[config.mk]
export PLATFORM = sky130hd
export DESIGN_NAME = status_manager_top
export DESIGN_NICKNAME = d
export VERILOG_FILES = /design/src/status_pkg.sv /design/src/dsm_pkg.sv /design/src/fifo_status_if.sv /design/src/status_manager_top.sv /design/src/dsm_write_sequencer.sv /design/src/fifo_credit_tracker.sv /design/src/dsm_poll_reader.sv
export SDC_FILE = /design/constraint.sdc
export NUM_CORES = 1
export LEC_CHECK = 0
export BUFFER_PORTS_ARGS = -buffer_cell sky130_fd_sc_hd__buf_2
export CAP_MARGIN = 0
export CELL_PAD_IN_SITES_DETAIL_PLACEMENT = 2
export CELL_PAD_IN_SITES_GLOBAL_PLACEMENT = 2
export CORE_AREA = 2 2 512 514
export DETAILED_ROUTE_END_ITERATION = 12
export DIE_AREA = 0 0 514 516
export GPL_TIMING_DRIVEN = 0
export PLACE_DENSITY_LB_ADDON = 0.1
export SYNTH_ARGS = -nofsm -noshare
export SYNTH_HDL_FRONTEND = slang
export SYNTH_SLANG_ARGS = --single-unit
[constraint.sdc]
create_clock -name clk -period 6 [get_ports clk]
set_input_delay 1.2 -clock clk [delete_from_list [all_inputs] [get_ports clk]]
set_output_delay 1.2 -clock clk [all_outputs]
set_load 0.02 [all_outputs]
[src/status_pkg.sv]
// Status manager types: writer and reader states, debug dump index, debug word

package status_pkg;

    // Writer FSM states
    // WR_INIT sends the device ID line and is also reentered when a test starts
    typedef enum logic [1:0]
    {
        WR_INIT,
        WR_IDLE,
        WR_DEBUG,
        WR_SREG
    } t_writer_state;

    // Poll reader states
    typedef enum logic
    {
        RD_POLL,
        RD_WAIT
    } t_reader_state;

    // Debug dump selector written by the host through a CSR
    // Zero means that no dump is requested
    typedef enum logic [2:0]
    {
        DBG_NONE      = 3'd0,
        DBG_FROM_HOST = 3'd1,
        DBG_TO_HOST   = 3'd2,
        DBG_TESTER    = 3'd3,
        DBG_POLLED    = 3'd4
    } t_debug_idx;

    // One word of debug state from a client block
    typedef logic [31:0] t_debug_word;

endpackage

[src/dsm_pkg.sv]
// Device status memory layout: line and word widths, line address type, line offsets, device ID, read tag

package dsm_pkg;

    // ======================================================================
    // Cache line geometry
    // ======================================================================

    // One DSM write moves a whole cache line of 16 words
    localparam int LINE_BITS = 512;
    localparam int WORD_BITS = 32;

    typedef logic [LINE_BITS-1:0] t_line;

    // Host addresses are counted in cache lines, not bytes
    typedef logic [31:0] t_line_addr;

    // Line offsets from the DSM base, which the host driver must agree with
    typedef enum logic [2:0]
    {
        OFS_DEVICE_ID  = 3'd0,
        OFS_SREG_RSP   = 3'd1,
        OFS_DEBUG_RSP  = 3'd2,
        OFS_FIFO_STATE = 3'd3,
        OFS_POLL_STATE = 3'd4
    } t_dsm_offset;

    // Words 0 to 3 of line 0, telling the host that the FPGA side is alive
    localparam logic [127:0] DEVICE_ID = 128'h12345678_0d824272_9aeffe5f_84570612;

    // Tag that travels with a read so the response can be routed back
    typedef enum logic
    {
        TAG_OTHER       = 1'b0,
        TAG_STATUS_POLL = 1'b1
    } t_read_tag;

    // Line address of a given DSM slot
    function automatic t_line_addr dsm_line_addr(t_line_addr base, t_dsm_offset ofs);
        return base + t_line_addr'(ofs);
    endfunction

endpackage
[src/fifo_status_if.sv]
// Interface for the pending FIFO pointer update between credit tracker and write sequencer
`timescale 1ns/10ps

interface fifo_status_if
#(
    parameter int FROM_HOST_IDX_BITS = 9,
    parameter int TO_HOST_IDX_BITS   = 9
);

    // A line 3 write is wanted with the pointers below
    logic                          need_update;
    logic [FROM_HOST_IDX_BITS-1:0] from_host_idx;
    logic [TO_HOST_IDX_BITS-1:0]   to_host_idx;

    // Single-cycle pulse when the line 3 write was granted
    logic                          taken;

    modport tracker (output need_update, output from_host_idx, output to_host_idx,
                     input taken);

    modport sequencer (input need_update, input from_host_idx, input to_host_idx,
                       output taken);

endinterface

[src/status_manager_top.sv]
// Status manager top level: poll reader, credit tracker and write sequencer
`timescale 1ns/10ps

module status_manager_top
    import dsm_pkg::*, status_pkg::*;
#(
    parameter int FROM_HOST_IDX_BITS = 9,
    parameter int TO_HOST_IDX_BITS   = 9
)
(
    input  logic                          clk,
    input  logic                          resetb,

    // CSR side
    input  t_line_addr                    dsm_base,
    input  logic                          dsm_base_valid,
    input  logic                          enable_test,
    input  t_debug_idx                    debug_trigger,
    input  logic                          sreg_rsp_valid,
    input  logic [63:0]                   sreg_rsp,

    // Debug sources and local FIFO pointers
    input  t_debug_word                   dbg_from_host,
    input  t_debug_word                   dbg_to_host,
    input  t_debug_word                   dbg_tester,
    input  logic [FROM_HOST_IDX_BITS-1:0] from_host_oldest_read,
    input  logic [TO_HOST_IDX_BITS-1:0]   to_host_next_write,

    // Read channel to the memory arbiter
    output logic                          rd_req,
    output t_line_addr                    rd_addr,
    output t_read_tag                     rd_out_tag,
    input  logic                          rd_grant,
    input  logic                          rd_valid,
    input  t_read_tag                     rd_tag,
    input  t_line                         rd_data,

    // Write channel to the memory arbiter
    output logic                          wr_req,
    output t_line_addr                    wr_addr,
    output t_line                         wr_data,
    input  logic                          wr_grant,

    // Host FIFO pointers as last polled
    output logic [FROM_HOST_IDX_BITS-1:0] polled_newest,
    output logic [TO_HOST_IDX_BITS-1:0]   polled_oldest
);

    fifo_status_if #(
        .FROM_HOST_IDX_BITS (FROM_HOST_IDX_BITS),
        .TO_HOST_IDX_BITS   (TO_HOST_IDX_BITS)
    ) fifo_status ();

    dsm_poll_reader #(
        .FROM_HOST_IDX_BITS (FROM_HOST_IDX_BITS),
        .TO_HOST_IDX_BITS   (TO_HOST_IDX_BITS)
    ) reader_i (
        .clk            (clk),
        .resetb         (resetb),
        .dsm_base       (dsm_base),
        .dsm_base_valid (dsm_base_valid),
        .rd_req         (rd_req),
        .rd_addr        (rd_addr),
        .rd_out_tag     (rd_out_tag),
        .rd_grant       (rd_grant),
        .rd_valid       (rd_valid),
        .rd_tag         (rd_tag),
        .rd_data        (rd_data),
        .polled_newest  (polled_newest),
        .polled_oldest  (polled_oldest)
    );

    fifo_credit_tracker #(
        .FROM_HOST_IDX_BITS (FROM_HOST_IDX_BITS),
        .TO_HOST_IDX_BITS   (TO_HOST_IDX_BITS)
    ) tracker_i (
        .clk                   (clk),
        .resetb                (resetb),
        .from_host_oldest_read (from_host_oldest_read),
        .to_host_next_write    (to_host_next_write),
        .fifo                  (fifo_status.tracker)
    );

    dsm_write_sequencer #(
        .FROM_HOST_IDX_BITS (FROM_HOST_IDX_BITS),
        .TO_HOST_IDX_BITS   (TO_HOST_IDX_BITS)
    ) sequencer_i (
        .clk            (clk),
        .resetb         (resetb),
        .dsm_base       (dsm_base),
        .dsm_base_valid (dsm_base_valid),
        .enable_test    (enable_test),
        .debug_trigger  (debug_trigger),
        .sreg_rsp_valid (sreg_rsp_valid),
        .sreg_rsp       (sreg_rsp),
        .dbg_from_host  (dbg_from_host),
        .dbg_to_host    (dbg_to_host),
        .dbg_tester     (dbg_tester),
        .polled_newest  (polled_newest),
        .polled_oldest  (polled_oldest),
        .fifo           (fifo_status.sequencer),
        .wr_req         (wr_req),
        .wr_addr        (wr_addr),
        .wr_data        (wr_data),
        .wr_grant       (wr_grant)
    );

endmodule

[src/dsm_write_sequencer.sv]
// Writer FSM that picks, addresses and requests each DSM line write
`timescale 1ns/10ps

module dsm_write_sequencer
    import dsm_pkg::*, status_pkg::*;
#(
    parameter int FROM_HOST_IDX_BITS = 9,
    parameter int TO_HOST_IDX_BITS   = 9
)
(
    input  logic                          clk,
    input  logic                          resetb,

    input  t_line_addr                    dsm_base,
    input  logic                          dsm_base_valid,

    input  logic                          enable_test,
    input  t_debug_idx                    debug_trigger,
    input  logic                          sreg_rsp_valid,
    input  logic [63:0]                   sreg_rsp,

    input  t_debug_word                   dbg_from_host,
    input  t_debug_word                   dbg_to_host,
    input  t_debug_word                   dbg_tester,

    input  logic [FROM_HOST_IDX_BITS-1:0] polled_newest,
    input  logic [TO_HOST_IDX_BITS-1:0]   polled_oldest,

    fifo_status_if.sequencer              fifo,

    output logic                          wr_req,
    output t_line_addr                    wr_addr,
    output t_line                         wr_data,
    input  logic                          wr_grant
);

    t_writer_state state;
    t_writer_state state_next;

    // Captured request payloads
    t_debug_idx    dbg_idx;
    logic [63:0]   sreg_rsp_q;

    t_debug_word   dbg_word;
    t_dsm_offset   offset;

    // ======================================================================
    // Writer FSM
    // ======================================================================

    // Only one write is in flight at a time
    // While a line is pending, new triggers can still retarget the state
    always_comb
    begin
        state_next = state;
        if (wr_grant)
        begin
            state_next = WR_IDLE;
        end
        else if (enable_test)
        begin
            // A new test run announces itself with the device ID line again
            state_next = WR_INIT;
        end
        else if (debug_trigger != DBG_NONE)
        begin
            state_next = WR_DEBUG;
        end
        else if (sreg_rsp_valid)
        begin
            state_next = WR_SREG;
        end
    end

    always_ff @(posedge clk)
    begin
        if (!resetb)
        begin
            state <= WR_INIT;
        end
        else
        begin
            state <= state_next;
        end
    end

    // The host may not issue a new debug request before the last one is written
    always_ff @(posedge clk)
    begin
        if (debug_trigger != DBG_NONE)
        begin
            dbg_idx <= debug_trigger;
        end
        if (sreg_rsp_valid)
        begin
            sreg_rsp_q <= sreg_rsp;
        end
    end

    // Debug source selected by the captured index
    always_comb
    begin
        case (dbg_idx)
            DBG_FROM_HOST: dbg_word = dbg_from_host;
            DBG_TO_HOST:   dbg_word = dbg_to_host;
            DBG_TESTER:    dbg_word = dbg_tester;
            // Our own view of the host pointers, newest in the low half
            DBG_POLLED:    dbg_word = {16'(polled_oldest), 16'(polled_newest)};
            default:       dbg_word = '0;
        endcase
    end

    // ======================================================================
    // Line selection
    // ======================================================================

    always_comb
    begin
        wr_data = '0;
        case (state)
            WR_IDLE:
            begin
                // Idle time is spent on FIFO pointer updates
                offset                          = OFS_FIFO_STATE;
                wr_data[0 +: WORD_BITS]         = WORD_BITS'(fifo.from_host_idx);
                wr_data[WORD_BITS +: WORD_BITS] = WORD_BITS'(fifo.to_host_idx);
            end
            WR_DEBUG:
            begin
                offset                          = OFS_DEBUG_RSP;
                wr_data[0 +: WORD_BITS]         = WORD_BITS'(dbg_idx);
                wr_data[WORD_BITS +: WORD_BITS] = dbg_word;
            end
            WR_SREG:
            begin
                // The top bit tells the host that the response has landed
                offset                 = OFS_SREG_RSP;
                wr_data[63:0]          = sreg_rsp_q;
                wr_data[LINE_BITS-1]   = 1'b1;
            end
            default:
            begin
                // Device ID followed by the index ranges of both FIFOs
                offset                              = OFS_DEVICE_ID;
                wr_data[0 +: 4*WORD_BITS]           = DEVICE_ID;
                wr_data[4*WORD_BITS +: WORD_BITS]   = WORD_BITS'({FROM_HOST_IDX_BITS{1'b1}});
                wr_data[5*WORD_BITS +: WORD_BITS]   = WORD_BITS'({TO_HOST_IDX_BITS{1'b1}});
            end
        endcase
    end

    assign wr_addr = dsm_line_addr(dsm_base, offset);

    // Nothing but pointer updates are sent from idle
    assign wr_req = (state == WR_IDLE) ? fifo.need_update : dsm_base_valid;

    assign fifo.taken = (state == WR_IDLE) && fifo.need_update && wr_grant;

endmodule

[src/fifo_credit_tracker.sv]
// Credit tracker: registers local FIFO pointers and flags when line 3 must be rewritten
`timescale 1ns/10ps

module fifo_credit_tracker
#(
    parameter int FROM_HOST_IDX_BITS = 9,
    parameter int TO_HOST_IDX_BITS   = 9
)
(
    input  logic                          clk,
    input  logic                          resetb,

    input  logic [FROM_HOST_IDX_BITS-1:0] from_host_oldest_read,
    input  logic [TO_HOST_IDX_BITS-1:0]   to_host_next_write,

    fifo_status_if.tracker                fifo
);

    // Only this bit of the from-host pointer is watched
    // Credit is returned every eighth of the ring instead of every line
    localparam int MONITOR_BIT = FROM_HOST_IDX_BITS - 3;

    // Values the host last saw in line 3
    logic [FROM_HOST_IDX_BITS-1:0] from_host_written;
    logic [TO_HOST_IDX_BITS-1:0]   to_host_written;

    logic                          update_due;

    // ======================================================================
    // Input registers
    // ======================================================================

    // One register stage breaks the path from the FIFO pointer logic
    always_ff @(posedge clk)
    begin
        if (!resetb)
        begin
            fifo.from_host_idx <= '0;
            fifo.to_host_idx   <= '0;
        end
        else
        begin
            fifo.from_host_idx <= from_host_oldest_read;
            fifo.to_host_idx   <= to_host_next_write;
        end
    end

    // ======================================================================
    // Update decision
    // ======================================================================

    // Any move of the to-host pointer matters to the host right away
    assign update_due = (fifo.to_host_idx != to_host_written) ||
                        (fifo.from_host_idx[MONITOR_BIT] != from_host_written[MONITOR_BIT]);

    always_ff @(posedge clk)
    begin
        if (!resetb)
        begin
            fifo.need_update  <= 1'b0;
            from_host_written <= '0;
            to_host_written   <= '0;
        end
        else if (fifo.need_update)
        begin
            // Wait for the sequencer to get the write through
            if (fifo.taken)
            begin
                fifo.need_update  <= 1'b0;
                from_host_written <= fifo.from_host_idx;
                to_host_written   <= fifo.to_host_idx;
            end
        end
        else
        begin
            fifo.need_update <= update_due;
        end
    end

endmodule

[src/dsm_poll_reader.sv]
// Poll reader FSM for DSM line 4, capturing the host FIFO pointers
`timescale 1ns/10ps

module dsm_poll_reader
    import dsm_pkg::*, status_pkg::*;
#(
    parameter int FROM_HOST_IDX_BITS = 9,
    parameter int TO_HOST_IDX_BITS   = 9
)
(
    input  logic                          clk,
    input  logic                          resetb,

    input  t_line_addr                    dsm_base,
    input  logic                          dsm_base_valid,

    output logic                          rd_req,
    output t_line_addr                    rd_addr,
    output t_read_tag                     rd_out_tag,
    input  logic                          rd_grant,

    input  logic                          rd_valid,
    input  t_read_tag                     rd_tag,
    input  t_line                         rd_data,

    output logic [FROM_HOST_IDX_BITS-1:0] polled_newest,
    output logic [TO_HOST_IDX_BITS-1:0]   polled_oldest
);

    t_reader_state state;
    logic          poll_rsp;

    // Only a tagged response that we are waiting for counts
    // A stray response while polling is dropped
    assign poll_rsp = (state == RD_WAIT) && rd_valid && (rd_tag == TAG_STATUS_POLL);

    // The request never changes, only whether it is raised
    assign rd_addr    = dsm_line_addr(dsm_base, OFS_POLL_STATE);
    assign rd_out_tag = TAG_STATUS_POLL;

    // Hold the read request until the arbiter grants it
    // Nothing goes out before the host has given us a DSM base
    assign rd_req = (state == RD_POLL) && dsm_base_valid;

    always_ff @(posedge clk)
    begin
        if (!resetb)
        begin
            state         <= RD_POLL;
            polled_newest <= '0;
            polled_oldest <= '0;
        end
        else
        begin
            case (state)
                RD_POLL:
                begin
                    if (rd_grant)
                    begin
                        state <= RD_WAIT;
                    end
                end
                default:
                begin
                    if (poll_rsp)
                    begin
                        state <= RD_POLL;
                    end
                end
            endcase

            // Word 0 is the newest line the host filled in the from-host FIFO
            // Word 1 is the oldest line it has read, i.e. our write credit
            if (poll_rsp)
            begin
                polled_newest <= rd_data[0 +: FROM_HOST_IDX_BITS];
                polled_oldest <= rd_data[WORD_BITS +: TO_HOST_IDX_BITS];
            end
        end
    end

endmodule

==> flow_summary.yaml <==
floorplan:
  area_of_the_core_region_sq_um: 259200
  io_pins: 1331
  die_width_microns: 514
  die_area_sq_um: 265200
  initial_core_util_pct: 3.834
  placement_rows: 187
  die-height_microns: 516
pwr:
  p_leak_uw: 0.008097
  power_density_nw_per_um2: 170.4
  ir_drop_mv: 0.1412
yosys:
  synth-seq-cells: 117
  synth_edf_count: 67
  seq_area_frac_synth_pct: 30.31
  ys_warn_count: 0
  yosys-top-cells-count: "449 x sky130_fd_sc_hd__buf_4, 82 x sky130_fd_sc_hd__nand2_1, 67 x sky130_fd_sc_hd__edfxtp_1, 50 x sky130_fd_sc_hd__dfxtp_1, 46 x sky130_fd_sc_hd__xnor2_1"
  synth_top_cell_area_share_pct: 33.91
  synth_top_area_cell: "sky130_fd_sc_hd__buf_4"
  yosys.cell_types.count: 54
  synth_top_cells_by_area: "sky130_fd_sc_hd__buf_4 34%, sky130_fd_sc_hd__edfxtp_1 20%, sky130_fd_sc_hd__dfxtp_1 10%, sky130_fd_sc_hd__xnor2_1 4.1%, sky130_fd_sc_hd__nand2_1 3.1%"
  dominantRegCellSynth: "sky130_fd_sc_hd__edfxtp_1"
  synth_async_sr_flop_share_pct: 0
  netlist_area_sq_um: 9940
  postSynthCellCount: 1117
  post-synth-top-count-cell: "sky130_fd_sc_hd__buf_4"
  syn_avg_cell_area_sq_um: 8.898
sta:
  setup_viol_count_final: 0
  final_hold_violation_count: 0
  rsz0062_at_grt: "false"
  final-max-slew-violation-count: 0
  tightest_slew_ns: 1.410
  final.setup_skew_ns: 0.01281
  timing.final.crit_period_ns: 5.466
  layout_setup_ws_ns: 0.5335
  finalSetupTns_ns: 0
  clock.fmax_mhz: 182.9
  layout_worst_path_cycle_share_pct: 91.11
  slew_headroom_pct: 4.993
critical_path:
  path_max_fanout: 38
  regToRegSetupSlack_ns: 3.63
  endpoint_kind: "primary output"
  path_class: "reg2out"
  worst_ep_arrival_time_ns: 4.27
  critPathMaxStageDelay_ns: 0.58
  critical_path.most_common_cell: "sky130_fd_sc_hd__inv_1"
  start_kind: "register"
  timing.rr.start: "reader_i.state"
  critical_path_required_ns: 4.80
  cell_type_of_the_slowest_stage_on_the_worst_timing_path: "sky130_fd_sc_hd__fa_1"
  critPathTopFamily: "adder cells"
  regToRegEndpoint: "reader_i.polled_oldest[7]"
  timing.critical_path.buf_inv: 6
  worst_r2r_path_depth: 5
  path_cells: "inv_1 > ha_2 > buf_12 > clkbuf_1 > clkbuf_2 > nor2_4 > ha_1 > inv_1 > fa_1 > nor3_4 > nand4_1 > xnor2_1 > buf_2"
clock_tree:
  cts.sinks: 117
  clkLatencyLatePin_ns: 0.54
  cts_root_cell: "sky130_fd_sc_hd__clkbuf_16"
  tritoncts_clock_tree: "yes"
  holdBufCountCts: 0
  cts_made_buffers: 17
  cts.htree.levels: 4
  clock_path_buffers: 2
  clk_pin_slew_ns: 0.09
route:
  detailroute.via_count: 9983
  detail_route.vias_per_cell: 1.851
  routed_wirelength_mm: 85.22
  wire_per_inst_microns: 15.80
  initialDrtViolationCount: 223
  firstDrtPassIters: 4
  ant_nets: 0
  detail_route.drc_violations: 0
global_routing:
  global_route.usage.total_pct: 6.232
  grt_pass1_wl_mm: 107.2
  gr-total-overflow: 0
  initial_antenna_violation_count: 62
  vias_in_the_first_global_route: 10710
  maximum_number_of_pins_on_one_net_before_global_route_repair: 45
placed_design:
  post-place-ws_ns: -0.4015
  input_output_buffers: 421
  detailedPlacementHpwl_mm: 76.31
  finalWeightedCongestion: 0.6720
finish:
  drive_gt1_share_pct: 48.46
  nets: 2710
  flow.area_growth_from_synthesis_pct: 86.54
run_status:
  status: "finished, final reports clean"
worst_hold_path:
  hold_path_depth: 2
  whs_endpoint: "tracker_i.to_host_written[4]"
  worstHoldStart: "tracker_i.to_host_written[4]"
  holdCritPathClass: "reg2reg"
job:
  maxCapViolCount: 0
==> how the worst max path moves through the flow <==
stage	startpoint	endpoint	slack [ns]	cells after the start
floorplan	sequencer_i.state[0]	wr_addr[20]	1.51	11
global placement	sequencer_i.state[1]	wr_addr[20]	-1.09	12
detailed placement	sequencer_i.state[0]	wr_addr[14]	-0.40	12
CTS	sequencer_i.state[0]	wr_addr[26]	0.13	13
global route	sequencer_i.state[0]	wr_addr[30]	0.09	13
finish	sequencer_i.state[0]	wr_addr[26]	0.53	13
==> cells in the final DEF (no fill, tap or decap), types with 23 or more instances in the layout <==
cell type                    n
sky130_fd_sc_hd__buf_4     454
sky130_fd_sc_hd__buf_2     433
sky130_fd_sc_hd__conb_1    406
sky130_fd_sc_hd__nand2_1    82
sky130_fd_sc_hd__edfxtp_1   67
sky130_fd_sc_hd__dfxtp_1    50
sky130_fd_sc_hd__xnor2_1    46
sky130_fd_sc_hd__and2_1     35
sky130_fd_sc_hd__clkbuf_1   30
sky130_fd_sc_hd__a21oi_1    30
sky130_fd_sc_hd__a21boi_0   28
sky130_fd_sc_hd__nor2_1     25
sky130_fd_sc_hd__o21ai_0    24
sky130_fd_sc_hd__a22oi_1    23
==> report_power, final <==
part           internal (uW)  switching, uW  leakage, uW  total, uW
clock                    546            571     0.000277       1120
sequential               900           24.5      0.00107        925
combinational            397            721      0.00675       1120
total                   1840           1320      0.00810       3160
==> flip-flops by register name (all words and copies together), names as in the netlist <==
register,count
tracker_i.fifo.from_host_idx,9
tracker_i.from_host_written,1
tracker_i.fifo.need_update,1
tracker_i.fifo.to_host_idx,9
tracker_i.to_host_written,9
sequencer_i.state,2
reader_i.polled_oldest,9
sequencer_i.dbg_idx,3
reader_i.state,1
sequencer_i.sreg_rsp_q,64
reader_i.polled_newest,9
==> stage by stage <==
step                      cells  utilization (%)  hold slack (ns)  total power (uW)  area [sq um]
after floorplan            1521                -           0.4553              1650         11460
after global placement     5344            6.874           0.4706              2076         17820
after detailed placement   5351            6.910           0.4862              2075         17910
after CTS                  5383            7.142           0.4964              3285         18520
after global routing       5385            7.144           0.5300              3390         18520
final                      5393            7.152           0.4884              3160         18540
==> layout make-up <==
cell class	instances	area (sq um)
flip-flops and latches	117	3013
multi-input cells	893	4845
inverters	11	41.29
clock buffers	17	425.4
well taps	3402	4257
plain buffers	499	3582
repair buffers	429	2218
fillers	30969	240700
clock inverters	15	135.1
diodes	10	25.02
==> tightest hold or removal path: cells and delay by family (launching register included) <==
kind            cells  cell delay (ns)
compound gates      1             0.07
flops               1             0.32
simple gates        1             0.05
==> per-layer routing <==
metal  global-route usage, %  up-vias  wire (microns)
li1                        -     4633               -
met1                   6.739     4581           32590
met2                   10.92      642           41820
met3                   3.144       91            9531
met4                   1.148       36            1068
met5                       0        -             216
==> logic make-up (layout without fill, tap and decap cells) <==
family	count (synthesis)	count (layout)	share of synthesized area (%)
AND/OR/NAND/NOR	226	226	12.41
buffers and inverters	511	971	36.43
AO/OA/AOI/OAI	168	168	11.80
multiplexers	17	17	1.901
flip-flops	117	117	30.31
XOR/XNOR	68	68	5.992
other	2	416	0.07556
adder cells (fa/ha/maj)	8	8	1.083
==> what timing repair did <==
| item | in CTS | in global routing |
|---|---|---|
| pin swaps | 1 | 0 |
| gates resized for setup | 6 | 2 |
| setup endpoints to repair | 25 | 1 |
| hold endpoints to repair | 0 | 0 |
| setup buffers | 1 | 0 |
| cloned | 0 | 0 |
No activity file was read; power rests on OpenSTA's default activity.
